File: src/hdl/eth_rx_pkg.sv
// ----------------------------
// Shared beat types and GMII framing constants for the receive MAC
// Referenced by scoped name from every block
// ----------------------------
package eth_rx_pkg;

	// Bytes packed into one output beat
	localparam int RX_BYTES = 2;

	// Preamble filler byte, repeated before the SFD
	localparam logic [7:0] PREAMBLE_BYTE = 8'h55;

	// Start-of-frame delimiter, the last byte before frame data
	localparam logic [7:0] SFD_BYTE = 8'hD5;

	// One beat of frame data
	// Byte 0 sits in data[7:0] and is the earliest received byte
	// Keep fills from bit 0 upward, so a partial beat is always low-aligned
	typedef struct packed
	{
		logic [RX_BYTES*8-1:0] data;
		logic [RX_BYTES-1:0]   keep;
		logic                  last;
	} rx_beat_t;

	// Write port payload from the framer into the packet buffer
	// Error marks the beat that closed a frame because of a receive error
	typedef struct packed
	{
		rx_beat_t beat;
		logic     error;
	} rx_wr_t;

endpackage

File: src/hdl/rx_stream_out.sv
// ----------------------------
// Output register stage for the beat stream, with a delivered-frame count
// ----------------------------
module rx_stream_out
(
	input  logic                 eth_clk,
	input  logic                 eth_sresetn,

	input  eth_rx_pkg::rx_beat_t i_rd,
	input  logic                 i_rd_valid,
	output logic                 o_rd_ready,

	output eth_rx_pkg::rx_beat_t o_beat,
	output logic                 o_valid,
	input  logic                 i_ready,

	output logic [15:0]          o_frame_count
);

	// Beat leaves the register this cycle
	logic take;

	assign take = o_valid && i_ready;

	// Accept upstream when empty or being drained, so no bubble between beats
	assign o_rd_ready = !o_valid || i_ready;

	always_ff @(posedge eth_clk)
	begin
		if (!eth_sresetn)
		begin
			o_valid       <= 1'b0;
			o_frame_count <= '0;
		end
		else
		begin
			if (o_rd_ready)
			begin
				o_valid <= i_rd_valid;
			end
			// One frame per accepted last beat
			if (take && o_beat.last)
			begin
				o_frame_count <= o_frame_count + 1'b1;
			end
		end
	end

	// Beat held while stalled
	always_ff @(posedge eth_clk)
	begin
		if (o_rd_ready && i_rd_valid)
		begin
			o_beat <= i_rd;
		end
	end

endmodule

File: config.mk
export PLATFORM = sky130hd
export DESIGN_NAME = rx_stream_out
export DESIGN_NICKNAME = d
export VERILOG_FILES = /design/src/hdl/eth_rx_pkg.sv /design/src/hdl/rx_stream_out.sv
export SDC_FILE = /design/constraint.sdc
export NUM_CORES = 1
export LEC_CHECK = 0
export BUFFER_PORTS_ARGS = -buffer_cell sky130_fd_sc_hd__buf_2
export CAP_MARGIN = 20
export CORE_MARGIN = 1.5
export CORE_UTILIZATION = 46
export DETAILED_ROUTE_END_ITERATION = 12
export MAX_ROUTING_LAYER = met4
export PLACE_DENSITY = 0.88
export REMOVE_ABC_BUFFERS = 1
export SLEW_MARGIN = 20
export SYNTH_ARGS = -nofsm -noshare
export SYNTH_HDL_FRONTEND = slang
export SYNTH_SLANG_ARGS = --single-unit
File: constraint.sdc
create_clock -name eth_clk -period 2.2 [get_ports eth_clk]
set_input_delay 0.33 -clock eth_clk [delete_from_list [all_inputs] [get_ports eth_clk]]
set_output_delay 0.33 -clock eth_clk [all_outputs]
set_load 0.01 [all_outputs]
== Yosys cells after proc, flatten, opt, wreduce, memory -nomap -nowiden ==
Cells that the tools add are included.

* Output and inout port bits: 37
* Input bits: 23
* Register bits after elaboration: 36
* Word-level logic and storage cells: 11

* Add/sub/neg operators: 1
* Reduce and logical (&&, ||, !) cells: 5

{| class="wikitable"
|+ Operators with widths
! kind !! count
|-
| 16-bit by 1-bit adder with 16-bit output, second input constant || 1
|-
| 1-bit logical AND || 3
|-
| 1-bit zero test || 1
|-
| 1-bit logical OR || 1
|}

== Longest topological paths before layout ==
* Depth after elaboration: 3
* Depth in mapped cells: 6
* Mapped depth without buffers: 5

== Worst setup path before layout ==
OpenSTA, ideal clock, no wires.

* Path type: reg2reg
* Start point: register o_frame_count[0]
* End point: register o_frame_count[14]
* Period minus slack after synthesis: 1622 ps
* Data required time: 2129 ps
* Arrival time: 1551 ps
* Path buffers: 1
* Path slack: 578 ps
* Cell stages (with the launch flop): 7
* Setup time: 71 ps
* Cell sequence: dfxtp_1 -> ha_1 -> and4_1 -> buf_2 -> nand2_1 -> or3_2 -> a21oi_1

* Word-level cells in the longest chain between the ends: 1

{| class="wikitable"
|+ Ends and longest elaborated chain
! item !! line !! RTL
|-
| from (decl) || rx_stream_out.sv:17 || <nowiki>output logic [15:0] o_frame_count</nowiki>
|-
| from (signal assigned) || rx_stream_out.sv:44 || <nowiki>o_frame_count <= o_frame_count + 1'b1;</nowiki>
|-
| 16-bit by 1-bit adder with 16-bit output || rx_stream_out.sv:44 ||
|}

No other way between the ends.
A chain may end at the register's enable or synchronous reset.

== Worst setup path after layout ==
Same ends and word-level chain as after synthesis.

==> metrics.csv <==
stage;metric;value;unit
run_status;status;finished, violations left;
run_status;violations;DRC;
timing;clock_skew;0.003337;ns
timing;min_period_over_period;0.7844;
power;vdd_drop_max;0.5383;mV
power;leakage;0.0007553;uW
clock_tree;clock-sinks;36;
clock_tree;tritoncts;done;
yosys;ys_types;34;
cells_and_area;final_cell_mix;buf_2, edfxtp_1, dfxtp_1;
yosys;synthAdderAreaFrac;0.009107;
yosys;ys_seq_elements;36;
detailed_routing;num_vias;1049;
yosys;synth_compound_area_frac;0.04372;
floorplan;die-width;57.65;um
worst_setup_path;cp_max_fo;7;
floorplan;fp.dieH;57.65;um
grt;antenna_found_initial;0;
yosys;synth_area_per_cell;12.84;um^2
power;power;1255;uW
detailed_routing;wl_per_cell;13.29;um
detailed_routing;drt-total-wl;2685;um
clock_tree;cts_buffer_depth;2;
timing;finalSetupTns;0;ns
hold_path;hold_class;in -> reg;
detailed_routing;dr.pass1.iters;9;
place;dpl.hpwl;2001;um
floorplan;initial_core_util;0.4897;
timing;rsz0062_at_grt;false;
cells_and_area;layout.nets;194;
clock_tree;cts_repair_resize_count;0;
cells_and_area;antennaDiodeCount;0;
yosys;ys_seq_area_frac;0.6630;
timing;setup_viol;0;
clock_tree;cts_setup_buffers;0;
clock_tree;clock_latency;0.33;ns
detailed_routing;first_iter_violations;39;
clock_tree;cts_root_buf;clkbuf_4;
place;gp_congestion;0.8333;
worst_setup_path;crit_type;reg -> reg;
yosys;yosys_warnings;0;
cells_and_area;layout_commonest_cell;buf_2;
yosys;syn_inst;107;
floorplan;fp.dieArea;3324;um^2
detailed_routing;viasPerCell;5.193;
timing;fmax;579.5;MHz
grt;grt-ovfl-total;0;
timing;timing.hold.ws;0.1678;ns
yosys;synthTopCellsByArea;edfxtp_1, dfxtp_1, xor2_1;
yosys;synth_edf_count;19;
place;io_buffers;59;
grt;grt_pass1_wl;4236;um
flow_run;cap_violations;0;
yosys;synth_mux_area_frac;0.007286;
timing;tightest_slew;0.4487;ns
yosys;synth_area;1374;um^2
cells_and_area;stdcell_count;202;
floorplan;core;2805;um^2
timing;min_period;1.726;ns
clock_tree;hold_buffers;0;
worst_setup_path;end_kind;register;
clock_tree;htree_levels;2;
floorplan;io-pin-count;60;
worst_setup_path;worstPathRequired;2.45;ns
place;place_inst;194;
yosys;async_flop_share;0;
cells_and_area;drive_above_1_share;0.4327;
yosys;synth_top_area_cell;edfxtp_1;
floorplan;std_cell_rows;19;
grt;grt_pass1_vias;970;
yosys;yosys.area_share.simple;0.1876;
worst_setup_path;startpoint_type;register;
power;power.density;710.0;nW/um^2
clock_tree;numCtsBuffers;5;
worst_setup_path;arrival;1.98;ns
timing;slew_headroom;0.6990;
cells_and_area;fillCellCount;228;
timing;slew_violations;0;
yosys;synthFlopType;edfxtp_1;
clock_tree;path_clk_slew;0.10;ns
yosys;synth_top_family_by_area;simple AND/OR/NAND/NOR gates;
yosys;synth_top_area_frac;0.4153;
detailed_routing;route.detailed.drc;9;
grt;grt_usage;0.1747;
yosys;synth_xor_area_frac;0.06375;
grt;grt_max_degree;20;
cells_and_area;syn2layout_area_growth;28.69;%
detailed_routing;ant_nets;0;
timing;hold_violations;0;
-- per-layer routing --
metal | GRT usage | routed length [um]
met5 | - | 0
met4 | 0.04983 | 23
met3 | 0.06473 | 291
met2 | 0.2808 | 1282
met1 | 0.2065 | 1088
-- sequential cells by signal (all words and copies together) (netlist names) --
register,cells
o_frame_count,16
o_valid,1
o_beat,19
-- power by group --
part           leakage [uW]  internal (uW)  switching, uW
clock network     0.0000422            238            202
registers          0.000321            733           8.09
logic              0.000392           33.0           41.5
-- per-stage QoR --
stage	worst slack [ns]	instance area (um^2)	util
finish	0.4744	1768	0.6302
global route	0.3221	1768	0.6302
CTS	0.4401	1768	0.6302
detailed placement	0.4774	1692	0.6030
global placement	0.5608	1692	0.6030
floorplan	0.5596	1350	-
-- worst paths after layout --
check                                       start  slack (ns)                 to  cells after the start
worst min-delay path                     i_rd[14]        0.17         o_beat[14]                      1
worst min register to register  o_frame_count[15]        0.50  o_frame_count[15]                      2
worst max register to register   o_frame_count[0]        0.47  o_frame_count[14]                      5
worst max-delay path             o_frame_count[0]        0.47  o_frame_count[14]                      5
-- area by class of cell --
cell class | count | area [um^2] | share of cell area
flip-flops and latches | 36 | 910.9 | 0.5152
clock inverters | 2 | 35.03 | 0.01982
inverters | 3 | 11.26 | 0.006369
repair buffers | 60 | 302.8 | 0.1713
clock buffers | 6 | 41.29 | 0.02335
well taps | 31 | 38.79 | 0.02194
multi-input cells | 64 | 427.9 | 0.2420
-- synth_stat cells, types with 2 or more instances --
cell type	number
a21oi_1	6
and3_1	2
dfxtp_1	17
edfxtp_1	19
inv_1	2
nand2_1	4
nand3_1	3
nand3_4	2
nand4_1	3
nor2_1	11
nor3_1	2
o21ai_0	3
o31ai_1	2
or3_1	2
or4_1	2
xnor2_1	4
xor2_1	6
-- kinds of logic after synthesis --
family | count (synthesis)
muxes | 1
DFF | 36
adders and majority gates | 1
AOI/OAI and AO/OA | 11
buffers and inverters | 7
and+or+nand+nor | 41
xor gates and xnor gates | 10
-- critical path, stage by stage (launching register included) --
cell and delay (ns):
dfxtp_1 0.44, ha_1 0.17, and4_1 0.34, nand2_1 0.10, or3_2 0.45, a21oi_1 0.14
Note: power is estimated with default switching activity, not from simulation.
