**config.mk**
```make
export PLATFORM = sky130hd
export DESIGN_NAME = gmii_rx_framer
export DESIGN_NICKNAME = d
export VERILOG_FILES = /design/src/hdl/eth_rx_pkg.sv /design/src/hdl/gmii_rx_framer.sv
export SDC_FILE = /design/constraint.sdc
export NUM_CORES = 1
export LEC_CHECK = 0
export BUFFER_PORTS_ARGS = -buffer_cell sky130_fd_sc_hd__buf_4
export CORE_ASPECT_RATIO = 0.9
export CORE_MARGIN = 5
export CORE_UTILIZATION = 35
export DETAILED_ROUTE_END_ITERATION = 10
export PLACE_DENSITY = 0.57
export SYNTH_ARGS = -nofsm -noshare
export SYNTH_HDL_FRONTEND = slang
export SYNTH_SLANG_ARGS = --single-unit
```
**constraint.sdc**
```tcl
create_clock -name eth_clk -period 3.4 [get_ports eth_clk]
set_input_delay 0.68 -clock eth_clk [delete_from_list [all_inputs] [get_ports eth_clk]]
set_output_delay 0.68 -clock eth_clk [all_outputs]
set_load 0.02 [all_outputs]
```
**src/hdl/eth_rx_pkg.sv**
```systemverilog
// ----------------------------
// Shared beat types and GMII framing constants for the receive MAC
// Referenced by scoped name from every block
// ----------------------------
package eth_rx_pkg;

	// Bytes packed into one output beat
	localparam int RX_BYTES = 2;

	// Preamble filler byte, repeated before the SFD
	localparam logic [7:0] PREAMBLE_BYTE = 8'h55;

	// Start-of-frame delimiter, the last byte before frame data
	localparam logic [7:0] SFD_BYTE = 8'hD5;

	// One beat of frame data
	// Byte 0 sits in data[7:0] and is the earliest received byte
	// Keep fills from bit 0 upward, so a partial beat is always low-aligned
	typedef struct packed
	{
		logic [RX_BYTES*8-1:0] data;
		logic [RX_BYTES-1:0]   keep;
		logic                  last;
	} rx_beat_t;

	// Write port payload from the framer into the packet buffer
	// Error marks the beat that closed a frame because of a receive error
	typedef struct packed
	{
		rx_beat_t beat;
		logic     error;
	} rx_wr_t;

endpackage

```
**src/hdl/gmii_rx_framer.sv**
```systemverilog
// ----------------------------
// GMII receive framer: strips preamble and SFD, packs bytes into beats
// Feeds the packet buffer through a plain write strobe
// ----------------------------
module gmii_rx_framer
(
	input  logic               eth_clk,
	input  logic               eth_sresetn,

	input  logic [7:0]         i_rxd,
	input  logic               i_rxdv,
	input  logic               i_rxer,

	output eth_rx_pkg::rx_wr_t o_wr,
	output logic               o_wr_valid
);

	localparam int NB    = eth_rx_pkg::RX_BYTES;
	localparam int DW    = 8 * NB;
	localparam int CTR_W = (NB > 1) ? $clog2(NB) : 1;

	// Byte slot of the final byte in a beat
	localparam logic [CTR_W-1:0] CTR_MAX = CTR_W'(NB - 1);

	typedef enum logic [1:0]
	{
		ST_WAIT_IDLE,
		ST_PREAMBLE,
		ST_SFD,
		ST_DATA
	} state_t;

	state_t state;

	// GMII input register stage
	logic [7:0] rx_data;
	logic       rx_valid;
	logic       rx_error;

	// High while the registered byte is the final one of the frame
	logic rx_last;

	// Slot of the next byte within the beat being filled
	logic [CTR_W-1:0] ctr;

	// Payload needs no reset
	always_ff @(posedge eth_clk)
	begin
		rx_data <= i_rxd;
	end

	always_ff @(posedge eth_clk)
	begin
		if (!eth_sresetn)
		begin
			rx_valid <= 1'b0;
			rx_error <= 1'b0;
		end
		else
		begin
			rx_valid <= i_rxdv;
			rx_error <= i_rxer;
		end
	end

	// Data valid already low on the live input, so the registered byte ends the frame
	assign rx_last = !i_rxdv;

	always_ff @(posedge eth_clk)
	begin
		if (!eth_sresetn)
		begin
			state      <= ST_WAIT_IDLE;
			ctr        <= '0;
			o_wr_valid <= 1'b0;
		end
		else
		begin
			// Strobe is a single-cycle pulse per beat
			o_wr_valid <= 1'b0;

			case (state)
				// Let the current burst run out before looking for a new frame
				ST_WAIT_IDLE:
				begin
					if (!rx_valid)
					begin
						state <= ST_PREAMBLE;
					end
				end

				// First valid byte after idle has to be preamble
				ST_PREAMBLE:
				begin
					if (rx_valid)
					begin
						if ((rx_data == eth_rx_pkg::PREAMBLE_BYTE) && !rx_error)
						begin
							state <= ST_SFD;
						end
						else
						begin
							state <= ST_WAIT_IDLE;
						end
					end
				end

				// More preamble is allowed until the SFD shows up
				ST_SFD:
				begin
					if (!rx_valid || rx_error)
					begin
						state <= ST_WAIT_IDLE;
					end
					else if (rx_data == eth_rx_pkg::SFD_BYTE)
					begin
						ctr <= '0;
						// SFD with nothing behind it is an empty frame, drop silently
						state <= rx_last ? ST_PREAMBLE : ST_DATA;
					end
					else if (rx_data != eth_rx_pkg::PREAMBLE_BYTE)
					begin
						state <= ST_WAIT_IDLE;
					end
				end

				ST_DATA:
				begin
					if (!rx_valid)
					begin
						// Should not occur, rx_last normally closes the frame first
						state <= ST_PREAMBLE;
					end
					else
					begin
						// First byte of a beat clears the rest of the beat
						if (ctr == '0)
						begin
							o_wr.beat.data <= DW'(rx_data);
							o_wr.beat.keep <= NB'(1);
						end
						else
						begin
							o_wr.beat.data[{ctr, 3'b000} +: 8] <= rx_data;
							o_wr.beat.keep[ctr]                <= 1'b1;
						end

						o_wr.beat.last <= rx_last || rx_error;
						o_wr.error     <= rx_error;

						// Push on full beat, end of frame or error
						o_wr_valid <= rx_last || rx_error || (ctr == CTR_MAX);

						ctr <= (ctr == CTR_MAX) ? '0 : ctr + 1'b1;

						// After an error the rest of the burst is ignored
						if (rx_error)
						begin
							state <= ST_WAIT_IDLE;
						end
						else if (rx_last)
						begin
							state <= ST_PREAMBLE;
						end
					end
				end

				default:
				begin
					state <= ST_WAIT_IDLE;
				end
			endcase
		end
	end

endmodule

```
---- Word-level counts from Yosys, hierarchy flattened ----
Index checks and enable logic that the tools add are counted.
word-level totals
  bits in registers ....................... 34
  bits of input ports ..................... 12
  output and inout bits ................... 21
  word-level logic and storage cells ...... 64
cells by class
  add/sub/neg operators ................... 2
  order comparisons ....................... 2
  eq/ne operators ......................... 13
  shift-type cells ........................ 2
  muxes and demuxes ....................... 20
  bitwise gates (word level) .............. 1
  reductions and logical operators ........ 13
operators by type and width
  kind                      number
  $mux W2                   10
  $bwmux W16                1
  $shift A8 B6 Y16 const A  1
  $shiftx A8 B6 Y16         1
  $mux W10                  1
  $ne A2 B2 Y1 const B      5
  $eq A8 B7 Y1 const B      1
  $eq A8 B8 Y1 const B      1
  $ne A4 B4 Y1 const B      2
  $ne A8 B7 Y1 const B      1
  $pmux W2 S4               1
  $reduce_and A4 Y1         2
  $neg A4 Y6                1
  $mux W1                   5
  $eq A2 B2 Y1 const B      2
  $logic_not A1 Y1          3
  $logic_or A1 B1 Y1        3
  $reduce_and A3 Y1         1
  $eq A2 B1 Y1 const B      1
  $logic_and A1 B1 Y1       2
  $logic_not A2 Y1          1
  $lt A1 B2 Y1 const B      1
  $or A2 B2 Y2              1
  $pmux W1 S2               1
  other kinds (4)           4

---- Logic depth before layout (Yosys ltp) ----
Gate-level depths: netlist of run 1.
  word-level depth ........................ 6
  depth in mapped cells ................... 3
  depth with buffers taken out ............ 3

---- Worst setup path after synthesis of run 1 ----
OpenSTA, ideal clock, no wires.
  path kind ............................... input to register
  start ................................... input port eth_sresetn
  end ..................................... register o_wr[10] in the netlist's numbering, enable pin
  setup time .............................. 0.383 ns
  arrival time ............................ 1.362 ns
  required time ........................... 3.017 ns
  setup slack ............................. 1.655 ns
  stages .................................. 2
  buffers on the path ..................... 0
  cells stage by stage .................... nand2_1 -> nor3_1
between the ends
  longest elaborated chain between the ends .. 1
RTL lines
  what                         RTL line              text
  start: declaration           gmii_rx_framer.sv:8   input logic eth_sresetn,
  $reduce_and A3 Y1 (no line)  n/a
  end: declaration             gmii_rx_framer.sv:14  output eth_rx_pkg::rx_wr_t o_wr,
No other way between the ends.
A chain may end at the register's enable or synchronous reset.

---- Worst setup path after layout of run 1 ----
  start ................................... input port eth_sresetn
  end ..................................... register o_wr[14] in the netlist's numbering, enable pin
The elaborated chain is that of the path after synthesis.

==> parameters.txt, run 1 <==
Parameter                              Value

Status
  Result of the run    complete, no violations

Timing
  Setup repair after global routing missed its margin    no
  Setup skew after layout    approximately 0.0046 ns
  Final critical path time including I/O delays and setup    1.73 ns
  Max Slew Vio Count    0
  Count of endpoints failing hold in the final timing report    0
  Fmax    579 MHz
  Period Utilization, post-route    0.508
  Setup-violating endpoint count in the final report    0
  Tightest slew margin relative to the limit    0.359
  Actual slew at the worst max-slew pin    0.958 ns
  Setup_tns    0 ns

Clock tree
  Post-cts resize count    0
  Hold buffer count at CTS    0
  Clock tree sinks    34
  Clock transition at the registers of the reported paths    0.07 ns
  Post-CTS setup repair buffer count    0
  Clock latency of the later-clocked register in the worst-skew pair    0.27 ns
  Clock tree from TritonCTS    done
  Max Root-Sink Buffers    2
  Number of buffers created by CTS    5
  H-tree levels    2
  CTS Root Cell    sky130_fd_sc_hd__clkbuf_8

Die
  Row count    20
  Die width    71.2 microns
  I/O pin total    33
  Starting utilization of the core area    0.357
  Overall die area    4630 sq um
  DIE HEIGHT    65.1 microns
  Floorplan Core Area    3300 sq um

Critical path
  CP endpoint kind    flip-flop
  Crit start category    input pin
  Critical setup path kind    input pin to flip-flop
  CP arrival    1.62 ns
  CP max FO    13
  Required time at the endpoint of the critical path    approximately 3.3 ns

Yosys
  Cell taking the most area after synthesis    sky130_fd_sc_hd__edfxtp_1
  Fraction of synthesized cell area taken by the top area cell type    0.509
  Most area-consuming cells after synthesis    sky130_fd_sc_hd__edfxtp_1, sky130_fd_sc_hd__dfxtp_1, sky130_fd_sc_hd__and2_1
  Synthesized-area fraction occupied by and/or/nand/nor cells    0.198
  Average size of a mapped cell    14.6 sq um
  Post-synthesis share of cell area spent on full adders, half adders and majority gates    0
  Register bit count reported by yosys    34
  Cells after synthesis    81
  Main combinational cell family by area after synthesis    simple AND/OR/NAND/NOR gates
  Synth warnings    0
  Mapped Area    about 1200 sq um
  Distinct cell type count of the synthesized netlist    28
  Area fraction in compound gates after synthesis    0.0339
  Xor/xnor cell area share of the yosys netlist    0.00742
  Sequential share of the synthesized area    0.747
  Multiplexer share of the synthesized area    0
  Synthesized net count    93

Routing
  Post-DRT Antenna Nets    0
  First-pass iteration count of the detailed router    4
  Drt initial violations    21
  Via-to-Cell Ratio    4.32
  Total DRC errors in the routed layout    0
  Post-detailed-route wirelength per cell    12.2 microns
  Routed WL    around 2000 microns
  Vias post-DR    704

Final layout
  Antenna fix cells    0
  Area overhead of the layout relative to synthesis    31.8%
  Net count of the finished layout    130
  Number of inserted filler cells in the final layout    328
  Fraction of final layout cells sized beyond drive strength 1    0.378

GRT
  Maximum number of pins on one net before global-route repair    23
  Total overflow reported by the global router    0
  Number of global-route vias before repair    around 700
  Global-route wire length before repair    3090 microns
  Number of antenna violations at the first check in global routing    0
  Global router's overall resource usage    0.0889

Flow run
  Maximum capacitance violations    0

Pwr
  Overall Power    743 uW
  Maximum vdd drop    0.327 mV
  Power per cell area    478 nW/um^2
  Leakage power    0.586 nW

Place
  Routability congestion estimate    0.812
  Buffers on Ports    32
  Detailed-placement wirelength estimate    1440 microns

Worst hold path
  Class of the tightest hold or removal check    input pin to flip-flop
[kinds of logic after synthesis]
group | after synthesis
compound gates | 6
simple gates | 36
buf+inv | 4
xor+xnor | 1
flops | 34
[layout make-up]
cell class              instances  area [sq um]  share of cell area
well taps                      44          55.1              0.0354
flip-flops and latches         34           881               0.566
inverters                       1          3.75             0.00241
clock buffers                   5          68.8              0.0442
multi-input cells              43           283               0.182
clock inverters                 3          16.3              0.0105
repair buffers                 33           248               0.159
[path summary, 6_finish.rpt]
| path | slack [ns] | cells past startpoint | end | from |
|---|---|---|---|---|
| setup / recovery | 1.67 | 3 | o_wr[14]$_SDFFCE_PN0P_ | eth_sresetn |
| hold / removal | 0.50 | 1 | rx_data[5]$_DFF_P_ | i_rxd[5] |
| setup reg to reg | 1.79 | 2 | o_wr[14]$_SDFFCE_PN0P_ | state[1]$_SDFFE_PN0P_ |
| hold reg to reg | 0.51 | 2 | state[1]$_SDFFE_PN0P_ | rx_valid$_SDFF_PN0_ |
[critical path, cell delays in order]
cell	delay [ns]
sky130_fd_sc_hd__buf_4	0.10
sky130_fd_sc_hd__nand2_1	0.10
sky130_fd_sc_hd__nor2_1	0.74
[through the flow]
step | cells | hold WS, ns | utilization | worst slack, ns | cell area [sq um]
3_5_place_dp | 155 | 0.504 | 0.445 | 1.33 | 1470
2_1_floorplan | 81 | 0.459 | - | 1.66 | 1180
6_report | 163 | 0.502 | 0.471 | 1.67 | 1560
4_1_cts | 163 | 0.495 | 0.471 | 1.62 | 1560
5_1_grt | 163 | 0.489 | 0.471 | 1.54 | 1560
3_3_place_gp | 155 | 0.501 | 0.445 | 1.40 | 1470
[synth_stat cells (all sizes together)]
cell type,n
a22oi,1
or3,1
nand2b,3
and2b,2
nor4b,1
and2,10
and3,2
nand4,1
a22o,1
inv,1
o21ai,2
and4b,1
clkbuf,2
o22ai,1
nor2b,9
xor2,1
o21a,1
nand2,3
nor3,1
dfxtp,14
nor2,2
edfxtp,20
buf,1
[routing by layer]
metal  share of wire  global-route usage  vias up
li1                -                   -      356
met1            0.43              0.0956      323
met2            0.49               0.148       21
met3           0.064              0.0357        4
met4           0.018              0.0493        0
met5               0                   0        -
[cells in the final DEF, fill, tap and decap left out, drive strengths merged]
cell type  synthesis  routed
a22oi              1       1
nor3               1       1
and2              10      10
and3               2       2
o21a               1       1
buf                1      33
xor2               1       1
clkinvlp           0       1
clkbuf             2       5
nand4              1       1
a22o               1       1
or3                1       1
nor2               2       2
dfxtp             14      14
o21ai              2       2
nand2b             3       3
and4b              1       1
nor2b              9       9
edfxtp            20      20
nand2              3       3
clkinv             0       2
and2b              2       2
nor4b              1       1
inv                1       1
o22ai              1       1
[where the power goes]
part           total (mW)  internal, mW  switching (mW)
clock network       0.276         0.140           0.136
logic              0.0211        0.0145         0.00668
registers           0.446         0.440         0.00604
total               0.743         0.595           0.149
[flip-flops by register name, indices dropped and copies added, names as in the netlist]
| name | count |
|---|---|
| o_wr_valid | 1 |
| state | 2 |
| rx_data | 8 |
| ctr | 1 |
| rx_error | 1 |
| rx_valid | 1 |
| o_wr | 20 |
Note: power is estimated with default switching activity, not from simulation.
==> run 2: changes to the inputs <==
- clock period: 3.4 -> 1.7 ns (I/O delays scaled with it)
==> run 2 against run 1 <==
Against the previous run:
- clock skew is 0.0021 ns lower
- sequential power rose by 100%
- global-route usage up 0.83 points
- routed wire length increased by 5.3%
- worst hold slack got worse by 0.34 ns
- via count is 2.0% higher
- setup slack got worse by 1.2 ns
- total power grew 120%
- critical path type is now flip-flop to output port
- largest cell class unchanged
- largest power group unchanged
==> parameters.txt, run 2 (synthesis results as in run 1) <==
Parameter                              Value

Critical path
  Critical setup path kind    flip-flop to output port
  Total buffers and inverters traversed by the critical path    1 (unchanged)
  RR Startpoint    state[1]$_SDFFE_PN0P_
  Endpoint of the lowest-slack register-to-register path    o_wr[9]$_DFFE_PP_
  Start point of the critical path    o_wr[11]$_DFFE_PP_
  R2R Setup Slk    0.55 ns (-1.24 ns)
  Worst r2r path cells    3 (+1)
  Stages on worst setup path    1 (-2)
  Required time at the endpoint of the critical path    1.36 ns (-1.94 ns)
  Top Family by Delay on Critical Path    flip-flops
  CP endpoint kind    output port
  Last element of the critical path    o_wr[11]
  Cells along the critical path    buf_4
  Slowest Stage Delay on Critical Path    0.39 ns (-0.35 ns)
  CP max FO    1 (-12)
  Crit start category    flip-flop
  CP arrival    0.84 ns (-0.78 ns)
  Slowest library cell on the worst path    sky130_fd_sc_hd__edfxtp_1

Timing
  Period Utilization, post-route    0.695
  Tightest slew margin relative to the limit    0.841 (+0.482)
  Actual slew at the worst max-slew pin    0.238 ns (-0.720 ns)
  Setup-violating endpoint count in the final report    0 (unchanged)
  Count of endpoints failing hold in the final timing report    0 (unchanged)
  Setup repair after global routing missed its margin    no
  Fmax    846 MHz
  Final critical path time including I/O delays and setup    1.18 ns
  Setup skew after layout    0.00252 ns (-0.00208 ns)
  Setup_tns    0 ns (unchanged)
  Max Slew Vio Count    0 (unchanged)

Status
  Result of the run    complete, no violations

Flow run
  Maximum capacitance violations    0 (unchanged)

GRT
  Most Used Layer, Global Route    met2
  Global-route wire length before repair    3360 microns (+8.7%)
  Met1 GRT Util    0.125 (+0.0296)
  Number of global-route vias before repair    715 (+2.3%)
  Number of antenna violations at the first check in global routing    0 (unchanged)
  Met2 global-route usage    0.136 (-0.0115)
  Global-route track usage on met3    0.0341 (-0.00155)
  Maximum number of pins on one net before global-route repair    19 (-17%)
  Total overflow reported by the global router    0 (unchanged)
  Global router's overall resource usage    0.0972 (+0.00830)

Place
  Routability congestion estimate    0.771 (-5.1%)
  Buffers on Ports    32 (unchanged)
  Instance area at placement    1490 sq um (+1.0%)
  Detailed-placement wirelength estimate    1510 microns (+5.0%)

Pwr
  Leakage power    0.608 nW (+3.7%)
  Overall Power    1.64 mW (+120%)
  Power per cell area    1030 nW/um^2 (+120%)
  Maximum vdd drop    0.484 mV (+48%)

Final layout
  Post-route cell area    1590 sq um (+2.3%)
  Sequential cell area    881 sq um (unchanged)
  Fraction of final layout cells sized beyond drive strength 1    0.380 (+0.00201)
  Area overhead of the layout relative to synthesis    34.9%
  Number of inserted filler cells in the final layout    303 (-7.6%)
  Area used by multi-input combinational logic    283 sq um (unchanged)
  Register containing the most flip-flops in the final layout    o_wr
  Net count of the finished layout    132 (+1.5%)
  Max FFs per register    20 (unchanged)
  Most frequent cells in the layout    sky130_fd_sc_hd__buf_4, sky130_fd_sc_hd__edfxtp_1, sky130_fd_sc_hd__dfxtp_1
  Largest registers in the final layout    o_wr x20, rx_data x8, state x2
  Most common library cell in the layout ignoring fill and taps    sky130_fd_sc_hd__buf_4
  Antenna fix cells    0 (unchanged)

Routing
  Drt initial violations    18 (-14%)
  Routed WL    2100 microns (+5.3%)
  Vias post-DR    718 (+2.0%)
  Total DRC errors in the routed layout    0 (unchanged)
  Post-DRT Antenna Nets    0 (unchanged)
  First-pass iteration count of the detailed router    4 (unchanged)
  Post-detailed-route wirelength per cell    12.7 microns (+4.0%)
  Via-to-Cell Ratio    4.35 (+0.75%)

Die
  Row count    20 (unchanged)
  Die width    71.2 microns (unchanged)
  Overall die area    4630 sq um (unchanged)
  Floorplan Core Area    3300 sq um (unchanged)
  DIE HEIGHT    65.1 microns (unchanged)
  Starting utilization of the core area    0.357 (unchanged)
  I/O pin total    33 (unchanged)

Worst hold path
  Number of cells on the worst hold path    1 (unchanged)
  Class of the tightest hold or removal check    input pin to flip-flop

Clock tree
  H-tree levels    2 (unchanged)
  Hold buffer count at CTS    0 (unchanged)
  Post-CTS setup repair buffer count    0 (unchanged)
  Max Root-Sink Buffers    2 (unchanged)
  Post-cts resize count    0 (unchanged)
  CTS Root Cell    sky130_fd_sc_hd__clkbuf_8
  Clock transition at the registers of the reported paths    0.07 ns (about the same)
  Clock tree from TritonCTS    done
  Clock tree sinks    34 (unchanged)
  Clock latency of the later-clocked register in the worst-skew pair    0.27 ns (about the same)
  Number of buffers created by CTS    5 (unchanged)
## run 2: layer usage
metal	up-vias	part of all wire
li1	357	-
met2	26	0.46
met3	5	0.067
met4	0	0.024
met1	330	0.45
met5	-	0
## run 2: stage by stage
stage / std cells / hold slack (ns) / utilization / setup slack (ns)
detailed placement: 157 / 0.446 / 0.450 / 0.514
global placement: 157 / 0.444 / 0.450 / 0.525
finish: 165 / 0.162 / 0.482 / 0.518
floorplan: 81 / 0.368 / - / 0.183
global route: 165 / 0.146 / 0.482 / 0.427
CTS: 165 / 0.151 / 0.482 / 0.497
## run 2: worst min-delay path by stage
stage                        start                  to  slack [ns]
after floorplan           i_rxd[0]  rx_data[0]$_DFF_P_        0.37
after global placement    i_rxd[6]  rx_data[6]$_DFF_P_        0.44
after detailed placement  i_rxd[7]  rx_data[7]$_DFF_P_        0.45
after CTS                 i_rxd[7]  rx_data[7]$_DFF_P_        0.15
after global routing      i_rxd[6]  rx_data[6]$_DFF_P_        0.15
final                     i_rxd[7]  rx_data[7]$_DFF_P_        0.16
## run 2: report_power, final
| part | leakage [nW] | switching [mW] | internal [mW] |
|---|---|---|---|
| clock | 0.0524 | 0.265 | 0.438 |
| combinational | 0.281 | 0.0129 | 0.0289 |
| sequential | 0.274 | 0.0124 | 0.881 |
## run 2: layout make-up
class,instances,share of cell area
flip-flops and latches,34,0.553
multi-input cells,43,0.178
inverters,1,0.00236
clock inverters,1,0.0189
clock buffers,7,0.0480
well taps,44,0.0346
repair buffers,35,0.165
